**config.mk**
```make
export PLATFORM = sky130hd
export DESIGN_NAME = axil_reg_top
export DESIGN_NICKNAME = d
export VERILOG_FILES = /design/src/logic/axil_reg_pkg.sv /design/src/logic/one_slot_fifo.sv /design/src/logic/axil_fifo_client.sv /design/src/logic/reg_bank.sv /design/src/logic/axil_reg_top.sv
export VERILOG_INCLUDE_DIRS = /design/src /design/src/logic
export SDC_FILE = /design/constraint.sdc
export NUM_CORES = 1
export LEC_CHECK = 0
export ABC_AREA = 1
export ABC_CLOCK_PERIOD_IN_PS = 4400
export BUFFER_PORTS_ARGS = -buffer_cell sky130_fd_sc_hd__buf_4
export CORE_ASPECT_RATIO = 1.25
export CORE_MARGIN = 10
export CORE_UTILIZATION = 40
export CTS_BUF_LIST = sky130_fd_sc_hd__clkbuf_8
export DETAILED_ROUTE_END_ITERATION = 8
export GPL_TIMING_DRIVEN = 0
export PLACE_DENSITY = 0.64
export SETUP_SLACK_MARGIN = 0.3
export SYNTH_ARGS = -nofsm -noshare
export SYNTH_HDL_FRONTEND = slang
export SYNTH_SLANG_ARGS = --single-unit
```
**constraint.sdc**
```tcl
create_clock -name clk_i -period 4.4 [get_ports clk_i]
set_input_delay 0.66 -clock clk_i [delete_from_list [all_inputs] [get_ports clk_i]]
set_output_delay 0.66 -clock clk_i [all_outputs]
set_load 0.005 [all_outputs]
```
**src/logic/axil_reg_settings.svh**
```systemverilog
`ifndef AXIL_REG_SETTINGS_SVH
`define AXIL_REG_SETTINGS_SVH

// AXI4-Lite bus widths
`define AXIL_DATA_W 32
`define AXIL_ADDR_W 12

// One strobe bit per data byte
`define AXIL_STRB_W (`AXIL_DATA_W / 8)

// Words in the register bank
`define REG_COUNT 16

`endif

```
**src/logic/axil_reg_pkg.sv**
```systemverilog
`include "axil_reg_settings.svh"

package axil_reg_pkg;

  // AXI response codes
  typedef enum logic [1:0] {
    e_resp_okay   = 2'b00,
    e_resp_exokay = 2'b01,
    e_resp_slverr = 2'b10,
    e_resp_decerr = 2'b11
  } axi_resp_e;

  // AxPROT bit 0 marks privileged, bit 1 nonsecure and bit 2 instruction access
  typedef enum logic [2:0] {
    e_prot_data_sec_unpriv    = 3'b000,
    e_prot_data_sec_priv      = 3'b001,
    e_prot_data_nonsec_unpriv = 3'b010,
    e_prot_data_nonsec_priv   = 3'b011,
    e_prot_inst_sec_unpriv    = 3'b100,
    e_prot_inst_sec_priv      = 3'b101,
    e_prot_inst_nonsec_unpriv = 3'b110,
    e_prot_inst_nonsec_priv   = 3'b111
  } axi_prot_e;

  // Client FSM states
  typedef enum logic [1:0] {
    e_wait     = 2'b00,
    e_read_rx  = 2'b01,
    e_write_rx = 2'b10
  } client_state_e;

  // Plain request toward the register bank
  typedef struct packed {
    logic                    write;
    logic [`AXIL_ADDR_W-1:0] addr;
    logic [`AXIL_STRB_W-1:0] wmask;
    logic [`AXIL_DATA_W-1:0] data;
  } reg_req_s;

endpackage

```
**src/logic/one_slot_fifo.sv**
```systemverilog
`timescale 1ns/10ps

module one_slot_fifo #(
  parameter int width_p = 8
) (
  input  logic               clk_i,
  input  logic               reset_i,

  input  logic [width_p-1:0] data_i,
  input  logic               v_i,
  output logic               ready_o,

  output logic [width_p-1:0] data_o,
  output logic               v_o,
  input  logic               yumi_i
);

  logic               full_r;
  logic [width_p-1:0] data_r;

  // Accept only into an empty slot
  assign ready_o = ~full_r;
  assign v_o     = full_r;
  assign data_o  = data_r;

  always_ff @(posedge clk_i) begin
    if (reset_i) begin
      full_r <= 1'b0;
    end else if (v_i && ready_o) begin
      full_r <= 1'b1;
    end else if (yumi_i) begin
      full_r <= 1'b0;
    end
  end

  // Payload captured on each accepted transfer
  always_ff @(posedge clk_i) begin
    if (v_i && ready_o) begin
      data_r <= data_i;
    end
  end

  // Consumer may only dequeue what is actually held
  yumi_needs_data_a : assert property (
    @(posedge clk_i) disable iff (reset_i) yumi_i |-> full_r
  ) else $error("one_slot_fifo: yumi_i while slot empty");

endmodule

```
**src/logic/axil_fifo_client.sv**
```systemverilog
`timescale 1ns/10ps
`include "axil_reg_settings.svh"

module axil_fifo_client
  import axil_reg_pkg::*;
(
  input  logic                    clk_i,
  input  logic                    reset_i,

  // Request stream toward the register bank
  output reg_req_s                req_o,
  output logic                    req_v_o,
  input  logic                    req_ready_and_i,

  // Response stream from the register bank
  input  logic [`AXIL_DATA_W-1:0] rsp_data_i,
  input  logic                    rsp_v_i,
  output logic                    rsp_ready_and_o,

  // Write address
  input  logic [`AXIL_ADDR_W-1:0] s_axil_awaddr_i,
  input  axi_prot_e               s_axil_awprot_i,
  input  logic                    s_axil_awvalid_i,
  output logic                    s_axil_awready_o,

  // Write data
  input  logic [`AXIL_DATA_W-1:0] s_axil_wdata_i,
  input  logic [`AXIL_STRB_W-1:0] s_axil_wstrb_i,
  input  logic                    s_axil_wvalid_i,
  output logic                    s_axil_wready_o,

  // Write response
  output axi_resp_e               s_axil_bresp_o,
  output logic                    s_axil_bvalid_o,
  input  logic                    s_axil_bready_i,

  // Read address
  input  logic [`AXIL_ADDR_W-1:0] s_axil_araddr_i,
  input  axi_prot_e               s_axil_arprot_i,
  input  logic                    s_axil_arvalid_i,
  output logic                    s_axil_arready_o,

  // Read data
  output logic [`AXIL_DATA_W-1:0] s_axil_rdata_o,
  output axi_resp_e               s_axil_rresp_o,
  output logic                    s_axil_rvalid_o,
  input  logic                    s_axil_rready_i
);

  localparam int offset_w = $clog2(`AXIL_STRB_W);

  client_state_e state_r, state_n;

  logic [`AXIL_ADDR_W-1:0] ar_addr;
  logic [`AXIL_ADDR_W-1:0] ar_addr_aligned;
  logic                    ar_v;
  logic                    ar_yumi;

  logic [`AXIL_ADDR_W-1:0] aw_addr;
  logic                    aw_v;

  logic [`AXIL_DATA_W-1:0] w_data;
  logic [`AXIL_STRB_W-1:0] w_strb;
  logic                    w_v;

  // AW and W leave together
  logic                    wr_yumi;

  // Protection bits are ignored and every transfer is answered OKAY
  assign s_axil_bresp_o = e_resp_okay;
  assign s_axil_rresp_o = e_resp_okay;

  one_slot_fifo #(.width_p(`AXIL_ADDR_W)) ar_slot (
    .clk_i  (clk_i),
    .reset_i(reset_i),
    .data_i (s_axil_araddr_i),
    .v_i    (s_axil_arvalid_i),
    .ready_o(s_axil_arready_o),
    .data_o (ar_addr),
    .v_o    (ar_v),
    .yumi_i (ar_yumi)
  );

  one_slot_fifo #(.width_p(`AXIL_ADDR_W)) aw_slot (
    .clk_i  (clk_i),
    .reset_i(reset_i),
    .data_i (s_axil_awaddr_i),
    .v_i    (s_axil_awvalid_i),
    .ready_o(s_axil_awready_o),
    .data_o (aw_addr),
    .v_o    (aw_v),
    .yumi_i (wr_yumi)
  );

  one_slot_fifo #(.width_p(`AXIL_STRB_W + `AXIL_DATA_W)) w_slot (
    .clk_i  (clk_i),
    .reset_i(reset_i),
    .data_i ({s_axil_wstrb_i, s_axil_wdata_i}),
    .v_i    (s_axil_wvalid_i),
    .ready_o(s_axil_wready_o),
    .data_o ({w_strb, w_data}),
    .v_o    (w_v),
    .yumi_i (wr_yumi)
  );

  // Reads drop the byte offset within the bus word
  assign ar_addr_aligned = {ar_addr[`AXIL_ADDR_W-1:offset_w], {offset_w{1'b0}}};

  // Only one transfer in flight, so issue from WAIT only
  assign req_v_o = (state_r == e_wait) && (ar_v || (aw_v && w_v));

  // A pending read always wins over a complete write
  assign ar_yumi = req_v_o && req_ready_and_i && ar_v;
  assign wr_yumi = req_v_o && req_ready_and_i && !ar_v;

  always_comb begin
    req_o.write = ~ar_v;
    req_o.addr  = ar_v ? ar_addr_aligned : aw_addr;
    req_o.wmask = ar_v ? '0 : w_strb;
    req_o.data  = w_data;
  end

  always_comb begin
    state_n = state_r;
    case (state_r)
      e_wait: begin
        if (ar_yumi) begin
          state_n = e_read_rx;
        end else if (wr_yumi) begin
          state_n = e_write_rx;
        end
      end
      e_read_rx, e_write_rx: begin
        if (rsp_v_i && rsp_ready_and_o) begin
          state_n = e_wait;
        end
      end
      default: state_n = e_wait;
    endcase
  end

  always_ff @(posedge clk_i) begin
    if (reset_i) begin
      state_r <= e_wait;
    end else begin
      state_r <= state_n;
    end
  end

  // Response goes straight through to R or B
  assign rsp_ready_and_o = ((state_r == e_read_rx) && s_axil_rready_i)
                        || ((state_r == e_write_rx) && s_axil_bready_i);

  assign s_axil_rdata_o  = rsp_data_i;
  assign s_axil_rvalid_o = (state_r == e_read_rx) && rsp_v_i;
  assign s_axil_bvalid_o = (state_r == e_write_rx) && rsp_v_i;

  // The bank only answers a request that is in flight
  rsp_in_flight_a : assert property (
    @(posedge clk_i) disable iff (reset_i) rsp_v_i |-> (state_r != e_wait)
  ) else $error("axil_fifo_client: response from the bank with no request in flight");

endmodule

```
**src/logic/reg_bank.sv**
```systemverilog
`timescale 1ns/10ps
`include "axil_reg_settings.svh"

module reg_bank
  import axil_reg_pkg::*;
(
  input  logic                    clk_i,
  input  logic                    reset_i,

  input  reg_req_s                req_i,
  input  logic                    req_v_i,
  output logic                    req_ready_and_o,

  output logic [`AXIL_DATA_W-1:0] rsp_data_o,
  output logic                    rsp_v_o,
  input  logic                    rsp_ready_and_i
);

  localparam int offset_w = $clog2(`AXIL_STRB_W);
  localparam int index_w  = $clog2(`REG_COUNT);

  logic [`AXIL_DATA_W-1:0] regs_r [`REG_COUNT];
  logic [index_w-1:0]      index;
  logic [`AXIL_DATA_W-1:0] merged;
  logic                    req_take;
  logic                    rsp_v_r;
  logic [`AXIL_DATA_W-1:0] rsp_data_r;

  // Low word bits only; upper address bits alias
  assign index = req_i.addr[offset_w +: index_w];

  // New word with masked bytes replaced
  always_comb begin
    merged = regs_r[index];
    for (int b = 0; b < `AXIL_STRB_W; b++) begin
      if (req_i.wmask[b]) begin
        merged[b*8 +: 8] = req_i.data[b*8 +: 8];
      end
    end
  end

  // Hold off new work until the response is gone
  assign req_ready_and_o = ~rsp_v_r;
  assign req_take        = req_v_i && req_ready_and_o;

  always_ff @(posedge clk_i) begin
    if (reset_i) begin
      for (int i = 0; i < `REG_COUNT; i++) begin
        regs_r[i] <= '0;
      end
    end else if (req_take && req_i.write) begin
      regs_r[index] <= merged;
    end
  end

  always_ff @(posedge clk_i) begin
    if (reset_i) begin
      rsp_v_r <= 1'b0;
    end else if (req_take) begin
      rsp_v_r <= 1'b1;
    end else if (rsp_ready_and_i) begin
      rsp_v_r <= 1'b0;
    end
  end

  // Write echoes the updated word, read returns the stored one
  always_ff @(posedge clk_i) begin
    if (req_take) begin
      rsp_data_r <= req_i.write ? merged : regs_r[index];
    end
  end

  assign rsp_v_o    = rsp_v_r;
  assign rsp_data_o = rsp_data_r;

  // A stalled request must not switch between read and write
  stable_dir_a : assert property (
    @(posedge clk_i) disable iff (reset_i)
    (req_v_i && !req_ready_and_o) |=> (!req_v_i || $stable(req_i.write))
  ) else $error("reg_bank: request direction changed while stalled");

endmodule

```
**src/logic/axil_reg_top.sv**
```systemverilog
`timescale 1ns/10ps
`include "axil_reg_settings.svh"

module axil_reg_top
  import axil_reg_pkg::*;
(
  input  logic                    clk_i,
  input  logic                    reset_i,

  input  logic [`AXIL_ADDR_W-1:0] s_axil_awaddr_i,
  input  axi_prot_e               s_axil_awprot_i,
  input  logic                    s_axil_awvalid_i,
  output logic                    s_axil_awready_o,

  input  logic [`AXIL_DATA_W-1:0] s_axil_wdata_i,
  input  logic [`AXIL_STRB_W-1:0] s_axil_wstrb_i,
  input  logic                    s_axil_wvalid_i,
  output logic                    s_axil_wready_o,

  output axi_resp_e               s_axil_bresp_o,
  output logic                    s_axil_bvalid_o,
  input  logic                    s_axil_bready_i,

  input  logic [`AXIL_ADDR_W-1:0] s_axil_araddr_i,
  input  axi_prot_e               s_axil_arprot_i,
  input  logic                    s_axil_arvalid_i,
  output logic                    s_axil_arready_o,

  output logic [`AXIL_DATA_W-1:0] s_axil_rdata_o,
  output axi_resp_e               s_axil_rresp_o,
  output logic                    s_axil_rvalid_o,
  input  logic                    s_axil_rready_i
);

  reg_req_s                req;
  logic                    req_v;
  logic                    req_ready_and;
  logic [`AXIL_DATA_W-1:0] rsp_data;
  logic                    rsp_v;
  logic                    rsp_ready_and;

  axil_fifo_client client_i (
    .clk_i           (clk_i),
    .reset_i         (reset_i),
    .req_o           (req),
    .req_v_o         (req_v),
    .req_ready_and_i (req_ready_and),
    .rsp_data_i      (rsp_data),
    .rsp_v_i         (rsp_v),
    .rsp_ready_and_o (rsp_ready_and),
    .s_axil_awaddr_i (s_axil_awaddr_i),
    .s_axil_awprot_i (s_axil_awprot_i),
    .s_axil_awvalid_i(s_axil_awvalid_i),
    .s_axil_awready_o(s_axil_awready_o),
    .s_axil_wdata_i  (s_axil_wdata_i),
    .s_axil_wstrb_i  (s_axil_wstrb_i),
    .s_axil_wvalid_i (s_axil_wvalid_i),
    .s_axil_wready_o (s_axil_wready_o),
    .s_axil_bresp_o  (s_axil_bresp_o),
    .s_axil_bvalid_o (s_axil_bvalid_o),
    .s_axil_bready_i (s_axil_bready_i),
    .s_axil_araddr_i (s_axil_araddr_i),
    .s_axil_arprot_i (s_axil_arprot_i),
    .s_axil_arvalid_i(s_axil_arvalid_i),
    .s_axil_arready_o(s_axil_arready_o),
    .s_axil_rdata_o  (s_axil_rdata_o),
    .s_axil_rresp_o  (s_axil_rresp_o),
    .s_axil_rvalid_o (s_axil_rvalid_o),
    .s_axil_rready_i (s_axil_rready_i)
  );

  reg_bank bank_i (
    .clk_i          (clk_i),
    .reset_i        (reset_i),
    .req_i          (req),
    .req_v_i        (req_v),
    .req_ready_and_o(req_ready_and),
    .rsp_data_o     (rsp_data),
    .rsp_v_o        (rsp_v),
    .rsp_ready_and_i(rsp_ready_and)
  );

endmodule

```
==> results.ini <==
[route]
avgRoutedWirePerCell_um=22.5
drt-vias-per-instance=5.37
drtAntennaViolNets=0
wirelength_mm=90.1
first_pass_iters=6
drcViolationCount=0
drtIter0Drc=2516
num_vias=21500

[cells_and_area]
syn_to_final_growth_pct=13.2
layout_commonest_cell=nand2_1
post-route-util_pct=45.7
final_cell_mix=1164 x nand2_1, 588 x edfxtp_1, 546 x nor2_1, 226 x nand3_1, 150 x buf_2
fillers=6461
drive_above_1_share_pct=15.1
nNetsFinal=3137

[sta]
maxSlewHeadroom_pct=7.31
setup_viol=0
fin_crit_sh_pct=82.7
hold_violations=0
max_freq_ghz=0.275
setup_ws_ns=0.760
slew_violations=0
fin_tns_setup_ns=0
period_needed_ns=3.64
worst_slew_pin_slew_ns=1.39
fin_skew_ns=0.0576
rsz0062_at_grt=false

[yosys]
ys_types=29
ys_warn_count=0
syn_inst=2863
syn_area_um2=27600
seq_area_frac_synth_pct=64.4
avgSynthCellArea_um2=9.64
ys_ff_latch=594

[placed_design]
dp_slack_ns=-0.0758
place.gp.congestion=0.942
hpwlAfterDp_mm=61.6
place.port_buffers=87

[cts]
root_buffer=clkbuf_8
cts_max_path_buffers=3
cts_tree=built
htree_levels=3
cts.repair.resized=0
path_clk_slew_ns=0.06
cts_made_buffers=98
clkSinkCount=594
insertion_delay_ns=0.74

[worst_hold_path]
hold_class=input pin to flip-flop

[global_route]
grt_busiest_layer=met2
grt_max_degree=37
globalRouteMet1Util_pct=26.3
grt_first_pass_wirelength_mm=131
grt.total_usage_pct=22.3
antenna_found_initial=1
grt_pass1_vias=20600
grt_util_met2_pct=36.7
gr-total-overflow=0
use_met3_pct=3.91

[outcome]
outcome=finished clean

[floorplan]
die_h_um=314
rows=107
core_area_um2=68300
die_w_um=255
initial_core_util_pct=40.4
ios=114
die_area_um2=80000

[setup_path]
critPathMaxFanout=20
crit_path_end_kind=flip-flop
cp.required_ns=4.78
worstSetupStartpointType=flip-flop
cpMostUsedCell=nand2_1
critPathMaxStageDelay_ns=0.42
crit_slowest_cell=nand2_2
critPathKind=flip-flop to flip-flop
path_cells=buf_4, inv_4, buf_6, o21ai_2, nand2_1, nor2_4, nand3_4, nor3_4, nand2_1, buf_2, nand2_2, buf_12
worstPathArrival_ns=4.02

[power]
power.density_nw_per_um2=430
irDropWorstVdd_uv=216
p_total_w=0.0134
leakagePower_nw=13.4

[run]
cap_viol_max_count=0

Yosys cell counts, drive strengths merged:
cell / n / area [um^2]
conb: 1 / 3.75
o21bai: 32 / 601
edfxtp: 588 / 17700
a21oi: 4 / 20.0
inv: 48 / 183
nor2: 551 / 2120
dfxtp: 6 / 120
clkbuf: 9 / 33.8
o21ai: 3 / 18.8
a22oi: 1 / 7.51
nor3: 4 / 52.6
nand2: 1185 / 4470
buf: 199 / 1110
ha: 3 / 37.5
a211oi: 1 / 7.51
nand3: 227 / 1150
clkinv: 1 / 3.75
final cells by class:
class | instances | area, um^2 | share of cell area (%)
diodes | 1 | 2.50 | 0.00801
plain buffers | 208 | 1150 | 3.68
clock buffers | 99 | 1360 | 4.36
clock inverters | 72 | 344 | 1.10
inverters | 49 | 186 | 0.597
multi-input cells | 2016 | 8540 | 27.4
flip-flops and latches | 594 | 17800 | 56.9
well taps | 872 | 1090 | 3.49
repair buffers | 94 | 781 | 2.50
worst paths after layout:
kind | start | to | slack (ns) | cells past startpoint
min reg2reg | client_i.aw_slot.v_o | client_i.aw_slot.v_o | 0.46 | 2
min | s_axil_wdata_i[16] | client_i.w_slot.data_o[16] | 0.1 | 1
max reg2reg | client_i.ar_slot.v_o | bank_i.regs_r[15][10] | 0.76 | 12
max | client_i.ar_slot.v_o | bank_i.regs_r[15][10] | 0.76 | 12
through the flow:
stage                     cell area [um^2]  instances  hold slack [ns]
after CTS                            31200       4004           0.0616
after global routing                 31200       4005           0.0877
final                                31200       4005           0.0972
after floorplan                      27600       2866            0.433
after global placement               29400       3825            0.446
after detailed placement             29500       3831            0.453
power by group:
part	total [W]	switching (W)	internal [W]
logic	0.00240	0.00177	0.000624
registers	0.00661	0.0000862	0.00652
clock network	0.00443	0.00228	0.00215
state kept, by name, indices dropped and copies added, names as in the netlist, 2 cells and up:
register / flops
client_i.ar_slot.data_o: 4
client_i.aw_slot.data_o: 4
bank_i.rsp_data_o: 32
client_i.w_slot.data_o: 36
bank_i.regs_r: 512
client_i.state_r: 2
what timing repair did:
item                                    in CTS  in global routing
endpoints found under the setup margin     496                  0
hold buffers                                 0                  0
buffers inserted                             1                  0
metal layers:
metal	up-vias	share of wire (%)
li1	9697	-
met1	10300	36
met2	1196	48
met3	302	8.7
met4	0	7.2
met5	-	0
critical path: cells and delay by family, from the launching register on:
kind	cells	cell delay, ns
buffers and inverters	5	1.00
AOI/OAI and AO/OA	1	0.08
DFF	1	0.30
and+or+nand+nor	6	1.86
kinds of logic after synthesis:
family,share of synthesized area (%)
AOI/OAI and AO/OA,2.37
buffers and inverters,4.84
adders and majority gates,0.136
other,0.0136
DFF,64.4
and+or+nand+nor,28.2
(Power assumes the default switching activity.)
